$ cat src/hdl/ps2_mouse_pkg.sv
`default_nettype none

package ps2_mouse_pkg;

  // ~~~~~~~~~~~~~~~~~~~~~~~~~~~~~~~~~~~~~~~~~~~~~~~~~
  // Data widths
  // ~~~~~~~~~~~~~~~~~~~~~~~~~~~~~~~~~~~~~~~~~~~~~~~~~

  typedef logic [7:0] ps2_byte_t;

  // Byte 0 sits in the top bits, then the X delta, then the Y delta
  typedef logic [23:0] packet_t;

  typedef logic signed [8:0] delta_t;
  typedef logic [8:0] coord_t;

  // Left, right and middle in bits 0, 1 and 2
  typedef logic [2:0] buttons_t;

  typedef logic [1:0] reg_addr_t;
  typedef logic [15:0] reg_data_t;

  // ~~~~~~~~~~~~~~~~~~~~~~~~~~~~~~~~~~~~~~~~~~~~~~~~~
  // Protocol bytes and register map
  // ~~~~~~~~~~~~~~~~~~~~~~~~~~~~~~~~~~~~~~~~~~~~~~~~~

  localparam ps2_byte_t CMD_ENABLE = 8'hF4;
  localparam ps2_byte_t RSP_ACK = 8'hFA;

  localparam reg_addr_t ADDR_STATUS = 2'd0;
  localparam reg_addr_t ADDR_X = 2'd1;
  localparam reg_addr_t ADDR_Y = 2'd2;

endpackage

`default_nettype wire

$ cat src/hdl/ps2_frame_rx.sv
`timescale 1ns/1ns
`default_nettype none

module ps2_frame_rx (
  input  logic                   clk,
  input  logic                   rst,
  input  logic                   ps2_clk_in,
  input  logic                   ps2_data_in,
  input  logic                   tx_done,
  output logic                   pkt_valid,
  output ps2_mouse_pkg::packet_t pkt,
  output logic                   ack_seen,
  output logic                   parity_err
);
  import ps2_mouse_pkg::*;

  typedef enum logic [1:0] {
    ST_IDLE,
    ST_DATA,
    ST_PARITY,
    ST_STOP
  } rx_state_t;

  rx_state_t  state;
  logic [1:0] clk_sync;
  logic [1:0] data_sync;
  logic       clk_prev;
  logic       clk_fall;
  logic       line_data;
  logic [2:0] bit_cnt;
  ps2_byte_t  shift_reg;
  logic       par_bit;
  logic       par_ok;
  logic       ack_armed;
  logic [1:0] byte_cnt;

  // ~~~~~~~~~~~~~~~~~~~~~~~~~~~~~~~~~~~~~~~~~~~~~~~~~
  // Line synchronizers
  // ~~~~~~~~~~~~~~~~~~~~~~~~~~~~~~~~~~~~~~~~~~~~~~~~~

  always_ff @(posedge clk or posedge rst) begin
    if (rst) begin
      clk_sync  <= 2'b11;
      data_sync <= 2'b11;
      clk_prev  <= 1'b1;
    end else begin
      clk_sync  <= {clk_sync[0], ps2_clk_in};
      data_sync <= {data_sync[0], ps2_data_in};
      clk_prev  <= clk_sync[1];
    end
  end

  assign clk_fall  = clk_prev & ~clk_sync[1];
  assign line_data = data_sync[1];

  // Eight data bits and the parity bit together hold an odd number of ones
  assign par_ok = ^{shift_reg, par_bit};

  // ~~~~~~~~~~~~~~~~~~~~~~~~~~~~~~~~~~~~~~~~~~~~~~~~~
  // Frame FSM and packet assembly
  // ~~~~~~~~~~~~~~~~~~~~~~~~~~~~~~~~~~~~~~~~~~~~~~~~~

  always_ff @(posedge clk or posedge rst) begin
    if (rst) begin
      state      <= ST_IDLE;
      bit_cnt    <= '0;
      byte_cnt   <= '0;
      ack_armed  <= 1'b0;
      pkt_valid  <= 1'b0;
      ack_seen   <= 1'b0;
      parity_err <= 1'b0;
    end else begin
      pkt_valid  <= 1'b0;
      ack_seen   <= 1'b0;
      parity_err <= 1'b0;
      if (clk_fall) begin
        case (state)
          ST_IDLE: begin
            // The host's own command frame is on the lines until tx_done
            if (tx_done && !line_data) begin
              state   <= ST_DATA;
              bit_cnt <= '0;
            end
          end
          ST_DATA: begin
            bit_cnt <= bit_cnt + 1'b1;
            if (bit_cnt == 3'd7) begin
              state <= ST_PARITY;
            end
          end
          ST_PARITY: begin
            state <= ST_STOP;
          end
          ST_STOP: begin
            state <= ST_IDLE;
            if (!par_ok) begin
              // Drop whatever part of a packet was collected
              parity_err <= 1'b1;
              byte_cnt   <= '0;
            end else if (!ack_armed) begin
              if (shift_reg == RSP_ACK) begin
                ack_seen  <= 1'b1;
                ack_armed <= 1'b1;
                byte_cnt  <= '0;
              end
            end else if (byte_cnt == 2'd2) begin
              pkt_valid <= 1'b1;
              byte_cnt  <= '0;
            end else begin
              byte_cnt <= byte_cnt + 1'b1;
            end
          end
          default: begin
            state <= ST_IDLE;
          end
        endcase
      end
    end
  end

  always_ff @(posedge clk) begin
    if (clk_fall) begin
      if (state == ST_DATA) begin
        shift_reg <= {line_data, shift_reg[7:1]};
      end
      if (state == ST_PARITY) begin
        par_bit <= line_data;
      end
      if ((state == ST_STOP) && par_ok && ack_armed) begin
        case (byte_cnt)
          2'd0: pkt[23:16] <= shift_reg;
          2'd1: pkt[15:8] <= shift_reg;
          default: pkt[7:0] <= shift_reg;
        endcase
      end
    end
  end

  // Movement packets only follow a finished command and its acknowledge
  a_pkt_after_ack: assert property (@(posedge clk) disable iff (rst)
    pkt_valid |-> (ack_armed && tx_done));

endmodule

`default_nettype wire

$ cat config.mk
export PLATFORM = sky130hd
export DESIGN_NAME = ps2_frame_rx
export DESIGN_NICKNAME = d
export VERILOG_FILES = /design/src/hdl/ps2_mouse_pkg.sv /design/src/hdl/ps2_frame_rx.sv
export SDC_FILE = /design/constraint.sdc
export NUM_CORES = 1
export LEC_CHECK = 0
export ABC_CLOCK_PERIOD_IN_PS = 3050
export BUFFER_PORTS_ARGS = -buffer_cell sky130_fd_sc_hd__buf_4
export CAP_MARGIN = 20
export CORE_UTILIZATION = 58
export DETAILED_ROUTE_END_ITERATION = 10
export PLACE_DENSITY = 0.83
export SLEW_MARGIN = 20
export SYNTH_ARGS = -nofsm -noshare
export SYNTH_HDL_FRONTEND = slang
export SYNTH_SLANG_ARGS = --single-unit
$ cat constraint.sdc
create_clock -name clk -period 3.05 [get_ports clk]
set_input_delay 0 -clock clk [delete_from_list [all_inputs] [get_ports clk]]
set_output_delay 0 -clock clk [all_outputs]
set_load 0.03 [all_outputs]
==> flow_summary.html, run 1 <==
<table>
<tr><th>Metric</th><th>Value</th></tr>
<tr><th colspan="2">Run status</th></tr>
<tr><td>Status</td><td>finished, violations left</td></tr>
<tr><td>Violated checks</td><td>DRC</td></tr>
<tr><th colspan="2">Route</th></tr>
<tr><td>DRC violation count after routing</td><td>3</td></tr>
<tr><td>Total detailed-routing wirelength</td><td>2750 um</td></tr>
<tr><td>Final antenna-violating net count</td><td>0</td></tr>
<tr><td>Routed vias</td><td>1011</td></tr>
<tr><td>Iteration-0 DRC count of the detailed router</td><td>39</td></tr>
<tr><td>Avg Vias per Cell</td><td>5.68</td></tr>
<tr><td>First-pass iteration count of the detailed router</td><td>7</td></tr>
<tr><td>Mean routed wirelength per cell</td><td>15.5 um</td></tr>
<tr><th colspan="2">Setup path</th></tr>
<tr><td>Category of cells accounting for the largest share of critical-path delay</td><td>XOR/XNOR gates</td></tr>
<tr><td>Crit-path max FO</td><td>8</td></tr>
<tr><td>Buffers &amp; Inverters on Critical Path</td><td>0</td></tr>
<tr><td>Critical Path, Cell by Cell</td><td>xnor2_1, xnor3_1, xnor2_2, and3_4, and2_2</td></tr>
<tr><td>Required time at the worst-slack endpoint</td><td>3.12 ns</td></tr>
<tr><td>Arr. time, crit path</td><td>2.33 ns</td></tr>
<tr><td>Slowest cell on the critical path</td><td>edfxtp_1</td></tr>
<tr><td>Setup CP Type</td><td>reg -&gt; reg</td></tr>
<tr><td>Startpoint of the lowest-slack register-to-register path</td><td>shift_reg[3]</td></tr>
<tr><td>Element type at the critical path end</td><td>register</td></tr>
<tr><td>Delay of the slowest cell on the worst path</td><td>0.52 ns</td></tr>
<tr><td>Kind of launch point of the worst setup path</td><td>register</td></tr>
<tr><td>Startpoint of the worst setup timing path</td><td>shift_reg[3]</td></tr>
<tr><th colspan="2">STA</th></tr>
<tr><td>Setup_tns</td><td>0 ns</td></tr>
<tr><td>Min cycle time layout</td><td>2.26 ns</td></tr>
<tr><td>Ratio of final minimum period to clock period</td><td>74.2%</td></tr>
<tr><td>Worst slew pin tran</td><td>0.593 ns</td></tr>
<tr><td>Final max-slew violation count</td><td>0</td></tr>
<tr><td>Number of hold violations in the final report</td><td>0</td></tr>
<tr><td>Setup-violating endpoint count in the final report</td><td>0</td></tr>
<tr><td>Setup repair after global routing missed its margin</td><td>no</td></tr>
<tr><td>Clk_skew</td><td>0.0124 ns</td></tr>
<tr><td>Worst slew slack as a fraction of its limit</td><td>60.4%</td></tr>
<tr><td>Max Clock Freq</td><td>442 MHz</td></tr>
<tr><th colspan="2">Global routing</th></tr>
<tr><td>First-pass GRT wire length</td><td>4550 um</td></tr>
<tr><td>Remaining Overflow, GRT</td><td>0</td></tr>
<tr><td>Overall global routing resource usage</td><td>19.2%</td></tr>
<tr><td>Antenna violations before repair</td><td>0</td></tr>
<tr><td>Pin count of the biggest net entering global routing</td><td>17</td></tr>
<tr><td>Via count of the first global-routing pass</td><td>977</td></tr>
<tr><th colspan="2">Synth</th></tr>
<tr><td>Main synth FF type</td><td>edfxtp_1</td></tr>
<tr><td>Number of distinct library cells after synthesis</td><td>27</td></tr>
<tr><td>Mapped Cells</td><td>105</td></tr>
<tr><td>Total of warnings raised by yosys</td><td>0</td></tr>
<tr><td>Part of the Yosys area used for sequential elements</td><td>76.8%</td></tr>
<tr><td>Biggest area consumer among synthesized cells</td><td>edfxtp_1</td></tr>
<tr><td>Avg Cell Area, Syn</td><td>17.3 um^2</td></tr>
<tr><td>Synthesized net count</td><td>117</td></tr>
<tr><td>Top-count cell post-synth</td><td>edfxtp_1</td></tr>
<tr><td>Area fraction of the dominant cell type after synthesis</td><td>54.5%</td></tr>
<tr><td>Cells taking the most area after synthesis</td><td>edfxtp_1 (54%), dfrtp_1 (15%), dfstp_2 (7.2%)</td></tr>
<tr><td>Async SR Flop Fraction</td><td>32.7%</td></tr>
<tr><td>Number of flip-flops and latches in the synthesized netlist</td><td>49</td></tr>
<tr><td>Total standard cell area after synthesis</td><td>0.00182 mm^2</td></tr>
<tr><td>Number of flops mapped to enable cells by yosys</td><td>33</td></tr>
<tr><td>Synth cell count leaders</td><td>edfxtp_1 (33), dfrtp_1 (11), ha_1 (7), inv_1 (6)</td></tr>
<tr><th colspan="2">Placement</th></tr>
<tr><td>Final weighted congestion of routability-driven global placement</td><td>0.715</td></tr>
<tr><td>Placed wire-length estimate after detailed placement</td><td>1940 um</td></tr>
<tr><td>Post-placement cell area</td><td>0.00209 mm^2</td></tr>
<tr><td>Port Buf Inserts</td><td>31</td></tr>
<tr><th colspan="2">Finish</th></tr>
<tr><td>Cell area after layout</td><td>0.00218 mm^2</td></tr>
<tr><td>Area growth from synthesis to final layout</td><td>19.8%</td></tr>
<tr><td>Fraction of final layout cells sized beyond drive strength 1</td><td>34.0%</td></tr>
<tr><td>Number of nets in the finished design</td><td>158</td></tr>
<tr><td>Final cell utilization of the core</td><td>76.4%</td></tr>
<tr><td>Max reg flops</td><td>24</td></tr>
<tr><td>Ant diodes</td><td>0</td></tr>
<tr><th colspan="2">Clock tree</th></tr>
<tr><td>Total number of H-tree levels</td><td>2</td></tr>
<tr><td>CTS tree</td><td>yes</td></tr>
<tr><td>Deepest clock path buffer count</td><td>2</td></tr>
<tr><td>Number of buffers inserted during clock tree synthesis</td><td>5</td></tr>
<tr><td># Post-CTS Setup Buffers</td><td>0</td></tr>
<tr><td>Library cell used as clock root buffer</td><td>clkbuf_4</td></tr>
<tr><td>Count of clock tree sinks</td><td>49</td></tr>
<tr><td>Clock input transition at the sequential cells of the worst setup and hold paths</td><td>0.14 ns</td></tr>
<tr><td>Worst skew pair latency</td><td>0.37 ns</td></tr>
<tr><th colspan="2">Floorplan</th></tr>
<tr><td>Number of cell rows</td><td>19</td></tr>
<tr><td>Floorplan die area</td><td>0.00336 mm^2</td></tr>
<tr><td>Floorplan Core Area</td><td>0.00285 mm^2</td></tr>
<tr><td>Boundary pin count</td><td>32</td></tr>
<tr><td>Initial core utilization</td><td>63.8%</td></tr>
<tr><td>Chip Width</td><td>58.0 um</td></tr>
<tr><td>Vertical die dimension</td><td>58.0 um</td></tr>
<tr><th colspan="2">Run</th></tr>
<tr><td>Max Cap Violations</td><td>0</td></tr>
<tr><th colspan="2">Pwr</th></tr>
<tr><td>Power density cells</td><td>584 mW/mm^2</td></tr>
<tr><td>Leakage power figure</td><td>0.892 nW</td></tr>
<tr><td>Peak VDD IR</td><td>0.000390 V</td></tr>
<tr><th colspan="2">Min path</th></tr>
<tr><td>Startpoint of the tightest hold check path</td><td>tx_done</td></tr>
<tr><td>Worst min-delay path category</td><td>in -&gt; reg</td></tr>
</table>
[cell families (layout without fill, tap and decap cells)]
kind of cell	count (synthesis)	after routing	share of synthesized area [%]
and+or+nand+nor	24	24	7.70
buffers and inverters	6	48	1.24
adders and majority gates	7	7	4.81
DFF	49	49	76.8
AOI/OAI and AO/OA	12	12	4.47
xor gates and xnor gates	7	7	4.95
[report_power, final]
group,switching [mW],internal (mW)
Clock,0.200,0.0914
Combinational,0.101,0.0811
Sequential,0.0375,0.762
[through the flow]
| stage | instances | worst slack, ns | total power [mW] | hold WS, ns |
|---|---|---|---|---|
| 3_3_place_gp | 167 | 0.907 | 0.973 | 0.0817 |
| 4_1_cts | 178 | 0.791 | 1.28 | 0.140 |
| 2_1_floorplan | 105 | 1.06 | 0.939 | -0.0898 |
| 3_5_place_dp | 167 | 0.828 | 0.995 | 0.101 |
| 6_report | 178 | 0.787 | 1.27 | 0.152 |
| 5_1_grt | 178 | 0.662 | 1.34 | 0.192 |
[final timing paths]
| check | endpoint | slack, ns | depth (start not counted) |
|---|---|---|---|
| worst max-delay path | pkt[23] | 0.79 | 5 |
| worst min-delay path | bit_cnt[0] | 0.15 | 5 |
| worst max register to register | pkt[23] | 0.79 | 5 |
| worst min register to register | data_sync[1] | 0.36 | 0 |
| max in group asynchronous | pkt_valid | 2.42 | 3 |
| min in group asynchronous | bit_cnt[1] | 0.24 | 3 |
[routing by layer]
layer	GRT usage, %	vias up	wire length, um
met1	21.0	514	1080
met5	0	-	0
met4	9.18	0	56
met2	33.7	31	1460
met3	6.47	8	159
li1	-	458	-
[layout by cell type, fill, tap and decap left out, drive strengths merged]
cell type,count
a21boi,2
nand4bb,1
and3,4
xnor2,5
inv,7
nor2b,1
nand3,1
o21bai,1
clkinv,1
a32o,2
ha,7
nand2b,2
and2,5
xnor3,1
clkbuf,5
a21oi,1
o2bb2ai,1
buf,31
edfxtp,33
dlygate4sd3,3
o21ai,5
nor2,5
xor2,1
dfrtp,11
nand2,4
clkinvlp,1
nand4,1
dfstp,5
[timing repair]
| action | in CTS | in global routing |
|---|---|---|
| hold endpoints to repair | 13 | 0 |
| hold buffers | 3 | 0 |
| resized for setup | 0 | 0 |
[worst min-delay path: cells and delay by family]
| kind | cells | cell delay, ns |
|---|---|---|
| AO/OA/AOI/OAI | 2 | 0.24 |
| AND/OR/NAND/NOR | 2 | 0.13 |
| buffers and inverters | 1 | 0.11 |
[layout make-up]
cell class | instances | area, um^2
Inverter | 6 | 22.5
Sequential cell | 49 | 1400
Clock buffer | 5 | 37.5
Clock inverter | 3 | 21.3
Fill cell | 179 | 673
Multi-Input combinational cell | 50 | 399
Tap cell | 31 | 38.8
Timing Repair Buffer | 34 | 263
Power figures use the tool's default switching activity.
==> run 2: changes to the inputs <==
ABC_CLOCK_PERIOD_IN_PS = 2200   (was 3050)
CORE_UTILIZATION = 54   (was 58)
PLACE_DENSITY = 0.78   (was 0.83)
clock period = 2.2 ns   (was 3.05 ns; I/O delays follow)
==> run 2 against run 1 <==
The run now ends clean. Sequential share of layout area fell by 1.8 points. Global-route usage fell by 2.9 points. Critical path depth did not move. Register-to-register slack got worse by 0.69 ns. Clock power rose by 69%.
==> flow_summary.html, run 2 (synthesis gave the netlist of run 1 again) <==
<table>
<tr><th>Metric</th><th>Value</th></tr>
<tr><th colspan="2">Run status</th></tr>
<tr><td>Status</td><td>complete, no violations</td></tr>
<tr><th colspan="2">Pwr</th></tr>
<tr><td>Leakage power figure</td><td>0.922 nW</td></tr>
<tr><td>Total chip power</td><td>1.86 mW</td></tr>
<tr><td>Power density cells</td><td>830 mW/mm^2</td></tr>
<tr><td>Peak VDD IR</td><td>0.000498 V</td></tr>
<tr><th colspan="2">Clock tree</th></tr>
<tr><td>Total number of H-tree levels</td><td>2</td></tr>
<tr><td>Clock input transition at the sequential cells of the worst setup and hold paths</td><td>0.13 ns</td></tr>
<tr><td>Library cell used as clock root buffer</td><td>clkbuf_4</td></tr>
<tr><td>Count of clock tree sinks</td><td>49</td></tr>
<tr><td>Worst skew pair latency</td><td>0.34 ns</td></tr>
<tr><td>Deepest clock path buffer count</td><td>2</td></tr>
<tr><td># Post-CTS Setup Buffers</td><td>0</td></tr>
<tr><td>CTS tree</td><td>yes</td></tr>
<tr><td>Number of buffers inserted during clock tree synthesis</td><td>5</td></tr>
<tr><th colspan="2">Setup path</th></tr>
<tr><td>Required time at the worst-slack endpoint</td><td>2.25 ns</td></tr>
<tr><td>Slowest cell on the critical path</td><td>edfxtp_1</td></tr>
<tr><td>Element type at the critical path end</td><td>register</td></tr>
<tr><td>Arr. time, crit path</td><td>2.16 ns</td></tr>
<tr><td>Critical Path, Cell by Cell</td><td>xnor2_2, xnor3_1, xnor2_2, and3_4, and2_2</td></tr>
<tr><td>Category of cells accounting for the largest share of critical-path delay</td><td>XOR/XNOR gates</td></tr>
<tr><td>Most used cell, CP</td><td>xnor2_2</td></tr>
<tr><td>Kind of launch point of the worst setup path</td><td>register</td></tr>
<tr><td>Delay of the slowest cell on the worst path</td><td>0.53 ns</td></tr>
<tr><td>Crit-path max FO</td><td>8</td></tr>
<tr><td>Setup CP Type</td><td>reg -&gt; reg</td></tr>
<tr><td>Buffers &amp; Inverters on Critical Path</td><td>0</td></tr>
<tr><th colspan="2">STA</th></tr>
<tr><td>Final max-slew violation count</td><td>0</td></tr>
<tr><td>Max Clock Freq</td><td>474 MHz</td></tr>
<tr><td>Setup repair after global routing missed its margin</td><td>no</td></tr>
<tr><td>Setup-violating endpoint count in the final report</td><td>0</td></tr>
<tr><td>Hold slack</td><td>0.175 ns</td></tr>
<tr><td>Ratio of final minimum period to clock period</td><td>95.8%</td></tr>
<tr><td>Min cycle time layout</td><td>2.11 ns</td></tr>
<tr><td>Number of hold violations in the final report</td><td>0</td></tr>
<tr><td>Worst slew slack as a fraction of its limit</td><td>61.3%</td></tr>
<tr><td>Worst slew pin tran</td><td>0.580 ns</td></tr>
<tr><td>Clk_skew</td><td>0.0145 ns</td></tr>
<tr><td>Setup_tns</td><td>0 ns</td></tr>
<tr><th colspan="2">Route</th></tr>
<tr><td>Iteration-0 DRC count of the detailed router</td><td>14</td></tr>
<tr><td>Mean routed wirelength per cell</td><td>13.2 um</td></tr>
<tr><td>First-pass iteration count of the detailed router</td><td>4</td></tr>
<tr><td>Final antenna-violating net count</td><td>0</td></tr>
<tr><td>Total detailed-routing wirelength</td><td>2580 um</td></tr>
<tr><td>DRC violation count after routing</td><td>0</td></tr>
<tr><td>Avg Vias per Cell</td><td>4.93</td></tr>
<tr><td>Routed vias</td><td>961</td></tr>
<tr><th colspan="2">Global routing</th></tr>
<tr><td>Antenna violations before repair</td><td>0</td></tr>
<tr><td>First-pass GRT wire length</td><td>4010 um</td></tr>
<tr><td>Pin count of the biggest net entering global routing</td><td>17</td></tr>
<tr><td>Via count of the first global-routing pass</td><td>931</td></tr>
<tr><td>Remaining Overflow, GRT</td><td>0</td></tr>
<tr><td>Overall global routing resource usage</td><td>16.3%</td></tr>
<tr><th colspan="2">Floorplan</th></tr>
<tr><td>Vertical die dimension</td><td>60.0 um</td></tr>
<tr><td>Floorplan Core Area</td><td>0.00313 mm^2</td></tr>
<tr><td>Number of cell rows</td><td>20</td></tr>
<tr><td>Floorplan die area</td><td>0.00360 mm^2</td></tr>
<tr><td>Initial core utilization</td><td>58.2%</td></tr>
<tr><td>Boundary pin count</td><td>32</td></tr>
<tr><td>Chip Width</td><td>60.0 um</td></tr>
<tr><th colspan="2">Finish</th></tr>
<tr><td>Max reg flops</td><td>24</td></tr>
<tr><td>Area growth from synthesis to final layout</td><td>23.3%</td></tr>
<tr><td>Most common cell after layout, fill and taps aside</td><td>buf_4</td></tr>
<tr><td>Number of nets in the finished design</td><td>162</td></tr>
<tr><td>Ant diodes</td><td>0</td></tr>
<tr><td>Commonest non-fill, non-tap cells in the layout</td><td>buf_4 (35), edfxtp_1 (33), dfrtp_1 (11)</td></tr>
<tr><td>Cell area after layout</td><td>0.00224 mm^2</td></tr>
<tr><td>Fraction of final layout cells sized beyond drive strength 1</td><td>35.1%</td></tr>
<tr><th colspan="2">Min path</th></tr>
<tr><td>Worst min-delay path category</td><td>in -&gt; reg</td></tr>
<tr><th colspan="2">Run</th></tr>
<tr><td>Max Cap Violations</td><td>0</td></tr>
<tr><th colspan="2">Placement</th></tr>
<tr><td>Port Buf Inserts</td><td>31</td></tr>
<tr><td>Placed wire-length estimate after detailed placement</td><td>1890 um</td></tr>
<tr><td>Final weighted congestion of routability-driven global placement</td><td>0.711</td></tr>
<tr><td>Post-placement cell area</td><td>0.00214 mm^2</td></tr>
</table>
[run 2: cell count changes in the layout (fill, tap and decap cells not counted)]
| cell | change |
|---|---|
| inv_6 | -1 |
| buf_4 | +4 |
| clkbuf_1 | +1 |
| clkinvlp_4 | -1 |
| bufinv_16 | +1 |
[run 2: area by class of cell]
class	instances	area, um^2
well taps	44	55.1
inverters	6	22.5
fillers	215	885
flip-flops and latches	49	1400
clock inverters	2	35.0
multi-input cells	50	399
repair buffers	38	293
clock buffers	6	41.3
[run 2: final timing paths]
check	start	end	slack, ns	cells past startpoint
worst max register to register	shift_reg[6]	pkt[21]	0.09	5
worst min register to register	clk_sync[0]	clk_sync[1]	0.37	0
worst min-delay path	tx_done	bit_cnt[0]	0.18	5
max in group asynchronous	rst	data_sync[1]	1.55	3
min in group asynchronous	rst	byte_cnt[0]	0.27	3
worst max-delay path	shift_reg[6]	pkt[21]	0.09	5
[run 2: routing by layer]
metal  track usage [%]  vias up  wire length, um
li1                  -      464                -
met1              18.3      464             1070
met2              28.9       29             1360
met3              3.90        4              102
met4              7.97        0               43
met5                 0        -                0
[run 2: power by group]
group	internal, mW	total, mW	switching [mW]
logic	0.128	0.268	0.140
clock network	0.239	0.492	0.253
registers	1.06	1.10	0.0469
total	1.42	1.86	0.440
[run 2: timing repair]
item,CTS,global route
resized for setup,0,0
hold buffers,3,0
hold endpoints to repair,13,0
[run 2: worst register-to-register path, stage by stage (launching register included)]
cell and delay (ns):
edfxtp_1 0.53, xnor2_2 0.22, xnor3_1 0.36, xnor2_2 0.23
and3_4 0.22, and2_2 0.26
[run 2: stage by stage]
stage	cells	setup WS, ns	utilization, %
6_report	195	0.0925	71.7
4_1_cts	195	0.0927	71.7
3_5_place_dp	184	0.117	68.3
2_1_floorplan	105	0.205	-
5_1_grt	195	0.00165	71.7
3_3_place_gp	184	0.198	68.3
==> run 3: changes to the inputs <==
ABC_AREA = 1   (was default)
CORE_UTILIZATION = 55   (was 54)
CTS_BUF_LIST = sky130_fd_sc_hd__clkbuf_16   (was default)
PLACE_DENSITY = 0.79   (was 0.78)
==> run 3 against run 2 <==
Largest power group unchanged. Wire length grew 30%. Worst hold slack better by 0.0058 ns. Combinational power grew 21%. Critical path type unchanged. Utilization increased by 1.6 points. Count of clock-buffer cells in the layout shrank 1. Highest routed layer unchanged. Critical path depth grew 5. Synthesized cell count grew 37%. Via count grew 25%. Clock skew shrank 0.0079 ns.
==> flow_summary.html, run 3 <==
<table>
<tr><th>Metric</th><th>Value</th></tr>
<tr><th colspan="2">Clock tree</th></tr>
<tr><td>Library cell used as clock root buffer</td><td>clkbuf_16</td></tr>
<tr><td>Count of clock tree sinks</td><td>49</td></tr>
<tr><td>Worst skew pair latency</td><td>0.28 ns</td></tr>
<tr><td>Clock input transition at the sequential cells of the worst setup and hold paths</td><td>0.06 ns</td></tr>
<tr><td>Number of buffers inserted during clock tree synthesis</td><td>5</td></tr>
<tr><td>Total number of H-tree levels</td><td>2</td></tr>
<tr><td># Post-CTS Setup Buffers</td><td>0</td></tr>
<tr><td>Hold buffers post-CTS</td><td>3</td></tr>
<tr><td>Deepest clock path buffer count</td><td>2</td></tr>
<tr><td>Number of gates given a new drive strength after cts</td><td>0</td></tr>
<tr><td>CTS tree</td><td>yes</td></tr>
<tr><th colspan="2">Finish</th></tr>
<tr><td>Fraction of final layout cells sized beyond drive strength 1</td><td>34.7%</td></tr>
<tr><td>Max reg flops</td><td>24</td></tr>
<tr><td>Ant diodes</td><td>0</td></tr>
<tr><td>Number of nets in the finished design</td><td>201</td></tr>
<tr><td>Most common cell after layout, fill and taps aside</td><td>buf_4</td></tr>
<tr><td>Combined area of the multi-input logic cells</td><td>477 um^2</td></tr>
<tr><td>Area growth from synthesis to final layout</td><td>26.3%</td></tr>
<tr><td>Final cell utilization of the core</td><td>73.3%</td></tr>
<tr><td>Area used by sequential logic in the layout</td><td>0.00140 mm^2</td></tr>
<tr><td>Commonest non-fill, non-tap cells in the layout</td><td>buf_4 (35), edfxtp_1 (33), inv_1 (25)</td></tr>
<tr><td>Count of fill cells added during filler insertion</td><td>218</td></tr>
<tr><th colspan="2">Route</th></tr>
<tr><td>Mean routed wirelength per cell</td><td>14.2 um</td></tr>
<tr><td>First-pass iteration count of the detailed router</td><td>4</td></tr>
<tr><td>DRC violation count after routing</td><td>0</td></tr>
<tr><td>Total detailed-routing wirelength</td><td>3360 um</td></tr>
<tr><td>Final antenna-violating net count</td><td>0</td></tr>
<tr><td>Iteration-0 DRC count of the detailed router</td><td>38</td></tr>
<tr><td>Avg Vias per Cell</td><td>5.08</td></tr>
<tr><td>Routed vias</td><td>1198</td></tr>
<tr><th colspan="2">Synth</th></tr>
<tr><td>Part of the Yosys area used for sequential elements</td><td>71.0%</td></tr>
<tr><td>Area fraction of the dominant cell type after synthesis</td><td>50.3%</td></tr>
<tr><td>Mapped Cells</td><td>144</td></tr>
<tr><td>Synth cell count leaders</td><td>edfxtp_1 (33), inv_1 (25), nand2_1 (16), dfrtp_1 (11)</td></tr>
<tr><td>Cells taking the most area after synthesis</td><td>edfxtp_1 (50%), dfrtp_1 (14%), dfstp_2 (6.7%)</td></tr>
<tr><td>Avg Cell Area, Syn</td><td>13.7 um^2</td></tr>
<tr><td>Top-count cell post-synth</td><td>edfxtp_1</td></tr>
<tr><td>Number of flip-flops and latches in the synthesized netlist</td><td>49</td></tr>
<tr><td>Async SR Flop Fraction</td><td>32.7%</td></tr>
<tr><td>Total of warnings raised by yosys</td><td>0</td></tr>
<tr><td>Main synth FF type</td><td>edfxtp_1</td></tr>
<tr><td>Biggest area consumer among synthesized cells</td><td>edfxtp_1</td></tr>
<tr><td>Number of flops mapped to enable cells by yosys</td><td>33</td></tr>
<tr><td>Number of distinct library cells after synthesis</td><td>23</td></tr>
<tr><td>Synthesized net count</td><td>156</td></tr>
<tr><td>Total standard cell area after synthesis</td><td>0.00197 mm^2</td></tr>
<tr><th colspan="2">Pwr</th></tr>
<tr><td>Leakage power figure</td><td>1.10 nW</td></tr>
<tr><td>Peak VDD IR</td><td>0.000526 V</td></tr>
<tr><td>Total chip power</td><td>2.27 mW</td></tr>
<tr><td>Power density cells</td><td>914 mW/mm^2</td></tr>
<tr><th colspan="2">Floorplan</th></tr>
<tr><td>Floorplan die area</td><td>0.00382 mm^2</td></tr>
<tr><td>Chip Width</td><td>61.8 um</td></tr>
<tr><td>Floorplan Core Area</td><td>0.00339 mm^2</td></tr>
<tr><td>Number of cell rows</td><td>21</td></tr>
<tr><td>Boundary pin count</td><td>32</td></tr>
<tr><td>Initial core utilization</td><td>58.1%</td></tr>
<tr><td>Vertical die dimension</td><td>61.8 um</td></tr>
<tr><th colspan="2">Run status</th></tr>
<tr><td>Status</td><td>complete, no violations</td></tr>
<tr><th colspan="2">STA</th></tr>
<tr><td>Setup-violating endpoint count in the final report</td><td>0</td></tr>
<tr><td>Worst slew slack as a fraction of its limit</td><td>60.9%</td></tr>
<tr><td>Setup_tns</td><td>0 ns</td></tr>
<tr><td>Ratio of final minimum period to clock period</td><td>83.5%</td></tr>
<tr><td>Min cycle time layout</td><td>1.84 ns</td></tr>
<tr><td>Final max-slew violation count</td><td>0</td></tr>
<tr><td>Setup repair after global routing missed its margin</td><td>no</td></tr>
<tr><td>Max Clock Freq</td><td>545 MHz</td></tr>
<tr><td>Number of hold violations in the final report</td><td>0</td></tr>
<tr><td>Worst slew pin tran</td><td>0.586 ns</td></tr>
<tr><td>Hold slack</td><td>0.181 ns</td></tr>
<tr><td>Worst-case setup margin in the final layout</td><td>0.364 ns</td></tr>
<tr><td>Clk_skew</td><td>0.00660 ns</td></tr>
<tr><th colspan="2">Global routing</th></tr>
<tr><td>Pin count of the biggest net entering global routing</td><td>17</td></tr>
<tr><td>Remaining Overflow, GRT</td><td>0</td></tr>
<tr><td>Overall global routing resource usage</td><td>18.9%</td></tr>
<tr><td>First-pass GRT wire length</td><td>5000 um</td></tr>
<tr><td>Via count of the first global-routing pass</td><td>1181</td></tr>
<tr><td>Antenna violations before repair</td><td>0</td></tr>
<tr><th colspan="2">Placement</th></tr>
<tr><td>Worst-case setup slack after placement</td><td>0.369 ns</td></tr>
<tr><td>Final weighted congestion of routability-driven global placement</td><td>0.758</td></tr>
<tr><td>Port Buf Inserts</td><td>31</td></tr>
<tr><td>Placed wire-length estimate after detailed placement</td><td>2380 um</td></tr>
<tr><th colspan="2">Setup path</th></tr>
<tr><td>Arr. time, crit path</td><td>1.83 ns</td></tr>
<tr><td>Required time at the worst-slack endpoint</td><td>2.19 ns</td></tr>
<tr><td>Delay of the slowest cell on the worst path</td><td>0.49 ns</td></tr>
<tr><td>Reg2Reg Setup Slack</td><td>0.36 ns</td></tr>
<tr><td>Element type at the critical path end</td><td>register</td></tr>
<tr><td>Most used cell, CP</td><td>nand2_2</td></tr>
<tr><td>Critical Path, Cell by Cell</td><td>nand2_1, nand3_2, nand2_2, nand2_2, nand2_1, nand2_2, nand2_4, nand2_4, nor2_1, buf_4</td></tr>
<tr><td>Setup CP Type</td><td>reg -&gt; reg</td></tr>
<tr><td>Slowest cell on the critical path</td><td>edfxtp_1</td></tr>
<tr><td>Crit-path max FO</td><td>8</td></tr>
<tr><td>Kind of launch point of the worst setup path</td><td>register</td></tr>
<tr><th colspan="2">Min path</th></tr>
<tr><td>Worst min-delay path category</td><td>in -&gt; reg</td></tr>
<tr><th colspan="2">Run</th></tr>
<tr><td>Max Cap Violations</td><td>0</td></tr>
</table>
## run 3: worst paths after layout
path | start | to | cells past startpoint
setup / recovery | shift_reg[6] | pkt[10] | 10
hold / removal | tx_done | bit_cnt[0] | 5
setup reg to reg | shift_reg[6] | pkt[10] | 10
min in group asynchronous | rst | state[0] | 3
max in group asynchronous | rst | pkt_valid | 3
hold reg to reg | clk_sync[0] | clk_sync[1] | 0
## run 3: area by class of cell
| class | instances | share of cell area (%) |
|---|---|---|
| Clock buffer | 5 | 5.04 |
| Inverter | 25 | 3.78 |
| Tap cell | 46 | 2.32 |
| Timing Repair Buffer | 38 | 11.8 |
| Multi-Input combinational cell | 70 | 19.2 |
| Sequential cell | 49 | 56.2 |
| Clock inverter | 3 | 1.66 |
## run 3: per-stage QoR
stage / cell area, um^2 / std cells
2_1_floorplan: 1970 / 144
3_3_place_gp: 2290 / 225
3_5_place_dp: 2290 / 225
4_1_cts: 2480 / 236
5_1_grt: 2480 / 236
6_report: 2480 / 236
## run 3: critical path: cells and delay by family, from the launching register on
family | cells | cell delay, ns
and+or+nand+nor | 9 | 0.87
buffers and inverters | 1 | 0.19
DFF | 1 | 0.49
## run 3: cells by family after synthesis
family / share of synthesized area [%]
simple gates: 15.5
flops: 71.0
buf+inv: 4.77
compound gates: 2.92
fa+ha+maj: 4.45
xor+xnor: 0.827
mux: 0.509
## run 3: report_power, final
part | internal, mW | switching, mW
clock network | 0.531 | 0.303
registers | 1.06 | 0.0543
logic | 0.119 | 0.204
## run 3: metal layers
layer	global-route usage, %	routed length [um]
met3	4.76	152
met1	21.0	1350
met4	9.84	65
met5	0	0
met2	33.6	1790
